## config.mk

```make
export PLATFORM = sky130hd
export DESIGN_NAME = forward_unit
export DESIGN_NICKNAME = d
export VERILOG_FILES = /design/src/exec_pkg.sv /design/src/forward_unit.sv
export SDC_FILE = /design/constraint.sdc
export NUM_CORES = 1
export LEC_CHECK = 0
export BUFFER_PORTS_ARGS = -buffer_cell sky130_fd_sc_hd__buf_4
export CORE_MARGIN = 3
export CORE_UTILIZATION = 41
export DETAILED_ROUTE_END_ITERATION = 7
export GPL_TIMING_DRIVEN = 0
export PLACE_DENSITY = 0.81
export RECOVER_POWER = 50
export SLEW_MARGIN = 25
export SYNTH_ARGS = -nofsm -noshare
export SYNTH_HDL_FRONTEND = slang
export SYNTH_SLANG_ARGS = --single-unit
export TNS_END_PERCENT = 1
```

## constraint.sdc

```tcl
create_clock -name vclk -period 1
set_input_delay 0.05 -clock vclk [all_inputs]
set_output_delay 0.05 -clock vclk [all_outputs]
set_load 0.01 [all_outputs]
```

## src/exec_pkg.sv

```systemverilog
package exec_pkg;

    // Integer register width fixed by RV32I
    localparam int xlen = 32;

    ////////////////////
    // ALU operations
    ////////////////////
    typedef enum logic [4:0] {
        alu_add    = 5'd0,
        alu_sub    = 5'd1,
        alu_sll    = 5'd2,
        alu_slt    = 5'd3,
        alu_sltu   = 5'd4,
        alu_xor    = 5'd5,
        alu_srl    = 5'd6,
        alu_sra    = 5'd7,
        alu_or     = 5'd8,
        alu_and    = 5'd9,
        alu_pass_b = 5'd10,
        alu_link   = 5'd11,
        alu_beq    = 5'd12,
        alu_bne    = 5'd13,
        alu_blt    = 5'd14,
        alu_bge    = 5'd15,
        alu_bltu   = 5'd16,
        alu_bgeu   = 5'd17
    } alu_op_t;

    ////////////////////
    // Memory access codes
    ////////////////////
    typedef enum logic [2:0] {
        ld_none = 3'd0,
        ld_lb   = 3'd1,
        ld_lh   = 3'd2,
        ld_lw   = 3'd3,
        ld_lbu  = 3'd4,
        ld_lhu  = 3'd5
    } load_t;

    typedef enum logic [1:0] {
        st_none = 2'd0,
        st_sb   = 2'd1,
        st_sh   = 2'd2,
        st_sw   = 2'd3
    } store_t;

    // Operand source selects, nearest slot first after the alternate
    typedef enum logic [2:0] {
        fwd_reg = 3'd0,
        fwd_alt = 3'd1,
        fwd_dm1 = 3'd2,
        fwd_dm2 = 3'd3,
        fwd_dm3 = 3'd4,
        fwd_wb  = 3'd5
    } fwd_sel_t;

endpackage

```

## src/forward_unit.sv

```systemverilog
`timescale 1ns/10ps

module forward_unit (
    input  logic [4:0]         rs1_address,
    input  logic [4:0]         rs2_address,
    input  logic               use_pc,
    input  logic               use_imm,
    input  logic [4:0]         dm1_rd_address,
    input  logic [4:0]         dm2_rd_address,
    input  logic [4:0]         dm3_rd_address,
    input  logic [4:0]         wb_rd_address,
    input  logic               dm1_write_enable,
    input  logic               dm2_write_enable,
    input  logic               dm3_write_enable,
    input  logic               wb_write_enable,
    output exec_pkg::fwd_sel_t in1_select,
    output exec_pkg::fwd_sel_t in2_select
);

    import exec_pkg::*;

    // Priority pick for one operand
    function automatic fwd_sel_t pick_source(
        input logic [4:0] rs,
        input logic       use_alt
    );
        fwd_sel_t sel;
        sel = fwd_reg;
        if (use_alt)
        begin
            sel = fwd_alt;
        end
        else if (rs != 5'd0)
        begin
            // Youngest producer wins
            if (dm1_write_enable && dm1_rd_address == rs)
                sel = fwd_dm1;
            else if (dm2_write_enable && dm2_rd_address == rs)
                sel = fwd_dm2;
            else if (dm3_write_enable && dm3_rd_address == rs)
                sel = fwd_dm3;
            else if (wb_write_enable && wb_rd_address == rs)
                sel = fwd_wb;
        end
        return sel;
    endfunction

    always_comb
    begin
        in1_select = pick_source(rs1_address, use_pc);
        in2_select = pick_source(rs2_address, use_imm);
    end

endmodule

```

Yosys cells after proc, flatten, opt, wreduce, memory -nomap -nowiden
Index checks and enable logic that the tools add are counted.

Output and inout bits: 6. Register bits after elaboration: 0.

Reductions and logical operators: 10. Equal/unequal tests: 8. Multiplexer cells: 12.

Operator list (count): equality test 5 bit (8); 2-to-1 mux 3 bit (12); nonzero test 5 bit (2); logical AND 1 bit (8).

Longest topological paths before layout
Word-level depth: 8. Mapped depth: 6. Gate-level depth less buffers: 5.

Worst setup path before layout
OpenSTA, ideal clock, no wires.

Path kind: input port to output port. Start point: in rs1_address[4]. End point: out in1_select[0]. Arrival: 1077 ps. Required time: 950 ps. Cell stages on the path: 6. Slack: -127 ps. Cells stage by stage: buf_2 > xor2_1 > nor4_1 > and3_1 > a21oi_2 > o31ai_2.

Longest elaborated chain between the ends: 8.

RTL lines: start, declared (RTL line forward_unit.sv:4) `input logic [4:0] rs1_address,`; equality test 5 bit (RTL line forward_unit.sv:42) `else if (wb_write_enable && wb_rd_address == rs)`; logical AND 1 bit (RTL line forward_unit.sv:42); 2-to-1 mux 3 bit (RTL line forward_unit.sv:42); 2-to-1 mux 3 bit (RTL line forward_unit.sv:40) `else if (dm3_write_enable && dm3_rd_address == rs)`; 2-to-1 mux 3 bit (RTL line forward_unit.sv:38) `else if (dm2_write_enable && dm2_rd_address == rs)`; 2-to-1 mux 3 bit (RTL line forward_unit.sv:36) `if (dm1_write_enable && dm1_rd_address == rs)`; 2-to-1 mux 3 bit (*) (RTL line forward_unit.sv:33) `else if (rs != 5'd0)`; 2-to-1 mux 3 bit (*) (RTL line forward_unit.sv:29) `if (use_alt)`; end, declared (RTL line forward_unit.sv:16) `output exec_pkg::fwd_sel_t in1_select,`.

Every way passes the cells marked *; elsewhere a longest branch is shown, timed or not.

Worst setup path in the final report
Start point: in rs2_address[4]. End point: out in2_select[0].

Longest elaborated chain between the ends: 8.

RTL lines: start, declared (RTL line forward_unit.sv:5) `input logic [4:0] rs2_address,`; equality test 5 bit (RTL line forward_unit.sv:42); logical AND 1 bit (RTL line forward_unit.sv:42); 2-to-1 mux 3 bit (RTL line forward_unit.sv:42); 2-to-1 mux 3 bit (RTL line forward_unit.sv:40); 2-to-1 mux 3 bit (RTL line forward_unit.sv:38); 2-to-1 mux 3 bit (RTL line forward_unit.sv:36); 2-to-1 mux 3 bit (*) (RTL line forward_unit.sv:33); 2-to-1 mux 3 bit (*) (RTL line forward_unit.sv:29); end, declared (RTL line forward_unit.sv:17) `output exec_pkg::fwd_sel_t in2_select`.

Marks and branches as above.

==> impl_metrics.env <==
export IMPL_wl_mm=1.85
export IMPL_synth_simple_area_share=0.244
export IMPL_placed_area_um2=937
export IMPL_multi_input_area_um2=602
export IMPL_initial_core_util=0.473
export IMPL_seq_cell_count=0
export IMPL_grt_pass1_vias=726
export IMPL_die_area_um2=2130
export IMPL_crit_end="in2_select[0]"
export IMPL_dp_hpwl_mm=1.60
export IMPL_tightest_slew_ns=0.328
export IMPL_max_cap_violations=0
export IMPL_fin_util=0.708
export IMPL_routed_via_density=5.46
export IMPL_end_kind="output pin"
export IMPL_drive_gt1_frac=0.471
export IMPL_period_needed_ns=1.27
export IMPL_routedWlPerCell_um=13.8
export IMPL_timing_fmax_mhz=785
export IMPL_status="finished, violations left"
export IMPL_synthXorXnorAreaFrac=0.529
export IMPL_path_max_fanout=5
export IMPL_synth_warnings=0
export IMPL_antenna_found_initial=0
export IMPL_grt_first_pass_wirelength_mm=2.96
export IMPL_std_cell_rows=13
export IMPL_num_clock_buffers=0
export IMPL_yosysTopAreaCellShare=0.423
export IMPL_synth_compound_area_frac=0.0926
export IMPL_synthTopCellsByArea="xor2_1 (42%), xnor2_1 (11%), buf_6 (8.5%)"
export IMPL_io_buffers=32
export IMPL_final_area_um2=991
export IMPL_setup_viol=6
export IMPL_cp_startpoint="rs2_address[4]"
export IMPL_placedCellCount=133
export IMPL_start_kind="input pin"
export IMPL_io_pins=42
export IMPL_muxShareOfSynthArea=0
export IMPL_final_max_slew_violation_count=0
export IMPL_coreArea_um2=1400
export IMPL_syn2layout_area_growth_pct=49.7
export IMPL_die_w_um=46.2
export IMPL_worst_setup_path_type="in2out"
export IMPL_fin_crit_sh=1.27
export IMPL_synth_distinct_cells=17
export IMPL_diodes=0
export IMPL_drt_initial_drc_count=8
export IMPL_dr_pass1_iters=4
export IMPL_timing_final_ws_setup_ns=-0.274
export IMPL_pre_cts_slack_ns=-0.359
export IMPL_synth_cell_area_um2=662
export IMPL_rsz0062_at_grt="true"
export IMPL_syn_avg_cell_area_um2=7.70
export IMPL_via_count=731
export IMPL_powerDensity_nw_per_um2=393
export IMPL_globalplace_congestion=0.769
export IMPL_fin_cells=134
export IMPL_synth_fa_ha_area_frac=0
export IMPL_yosysTopAreaCell="xor2_1"
export IMPL_tns_ns=-1.40
export IMPL_grt_max_degree=7
export IMPL_syn_inst=86
export IMPL_die_y_um=46.2
export IMPL_grt_overflow=0
export IMPL_grt_total_usage=0.180
export IMPL_final_antenna_net_count=0
export IMPL_arrival_ns=1.22
export IMPL_hold_viol_final=0
export IMPL_fin_nets=157
export IMPL_regArea_um2=0
export IMPL_synth_top_family_by_area="XOR/XNOR gates"
export IMPL_syn_nets=122
export IMPL_ys_seq_area_frac=0
export IMPL_hold_class="in2out"
export IMPL_vdd_drop_max_mv=0.240
export IMPL_required_ns=0.95
export IMPL_violations="setup timing"
export IMPL_p_leak_nw=0.458
export IMPL_drcViolationCount=0
export IMPL_max_slew_margin_rel=0.779
export IMPL_fillCellCount=117
[how the worst min path moves through the flow]
| stage | endpoint | slack, ns | start | depth (start not counted) |
|---|---|---|---|---|
| after floorplan | in1_select[0] | 0.21 | use_pc | 2 |
| after detailed placement | in2_select[0] | 0.38 | use_imm | 4 |
| after global placement | in2_select[0] | 0.37 | use_imm | 4 |
| after CTS | in1_select[0] | 0.39 | use_pc | 4 |
| final | in2_select[0] | 0.39 | use_imm | 4 |
| after global routing | in2_select[0] | 0.40 | use_imm | 4 |
[power breakdown]
part           internal [mW]  switching [mW]  total, mW
Sequential                 0               0          0
Combinational          0.213           0.176      0.389
Clock                      0               0          0
Total                  0.213           0.176      0.389
[cells in the mapped netlist]
master    n
or4_1     2
nor2_1    6
a21oi_1   1
xor2_1   32
nor4_1    8
and3_2    1
buf_6     5
a31oi_1   2
nand3_1   2
buf_2     5
nor4_2    2
o31ai_2   2
o21ai_1   2
and3_1    5
a21oi_2   1
inv_1     2
xnor2_1   8
[cells by family (layout without fill, tap and decap cells)]
| logic type | Yosys count | after routing |
|---|---|---|
| XOR/XNOR | 40 | 40 |
| AND/OR/NAND/NOR | 26 | 26 |
| buffers and inverters | 12 | 45 |
| AO/OA/AOI/OAI | 8 | 8 |
[layout make-up]
cell class | instances | share of cell area
multi-input cells | 74 | 0.607
well taps | 15 | 0.0189
repair buffers | 33 | 0.261
plain buffers | 10 | 0.105
inverters | 2 | 0.00758
[metrics by stage]
step / power [mW] / hold WS, ns
after floorplan: 0.216 / 0.206
after global placement: 0.355 / 0.375
after detailed placement: 0.366 / 0.380
after CTS: 0.377 / 0.391
after global routing: 0.425 / 0.399
final: 0.389 / 0.390
[per-layer routing]
layer	vias up	wire length, um	track usage
met2	33	933	0.349
met4	0	14	0
met5	-	0	0
met3	2	138	0
met1	336	764	0.232
li1	360	-	-
[critical path, stage by stage]
cell and delay (ns):
clkbuf_4 0.15, xor2_1 0.17, nor4_1 0.23, and3_1 0.22
a21oi_1 0.09, o31ai_2 0.17, buf_4 0.15
[cell usage in the layout (no fill, tap or decap), drive strengths merged]
master / count
o21ai: 2
nor2: 6
xor2: 32
inv: 2
a21oi: 2
o31ai: 2
nor4: 10
xnor2: 8
clkbuf: 1
a31oi: 2
and3: 6
or4: 2
nand3: 2
buf: 42
[timing repair]
| action | in CTS | in global routing |
|---|---|---|
| setup buffers | 0 | 1 |
| endpoints found under the setup margin | 6 | 6 |
| pin swaps | 7 | 7 |
| hold buffers | 0 | 0 |
| resized for setup | 6 | 6 |
(Power assumes the default switching activity.)
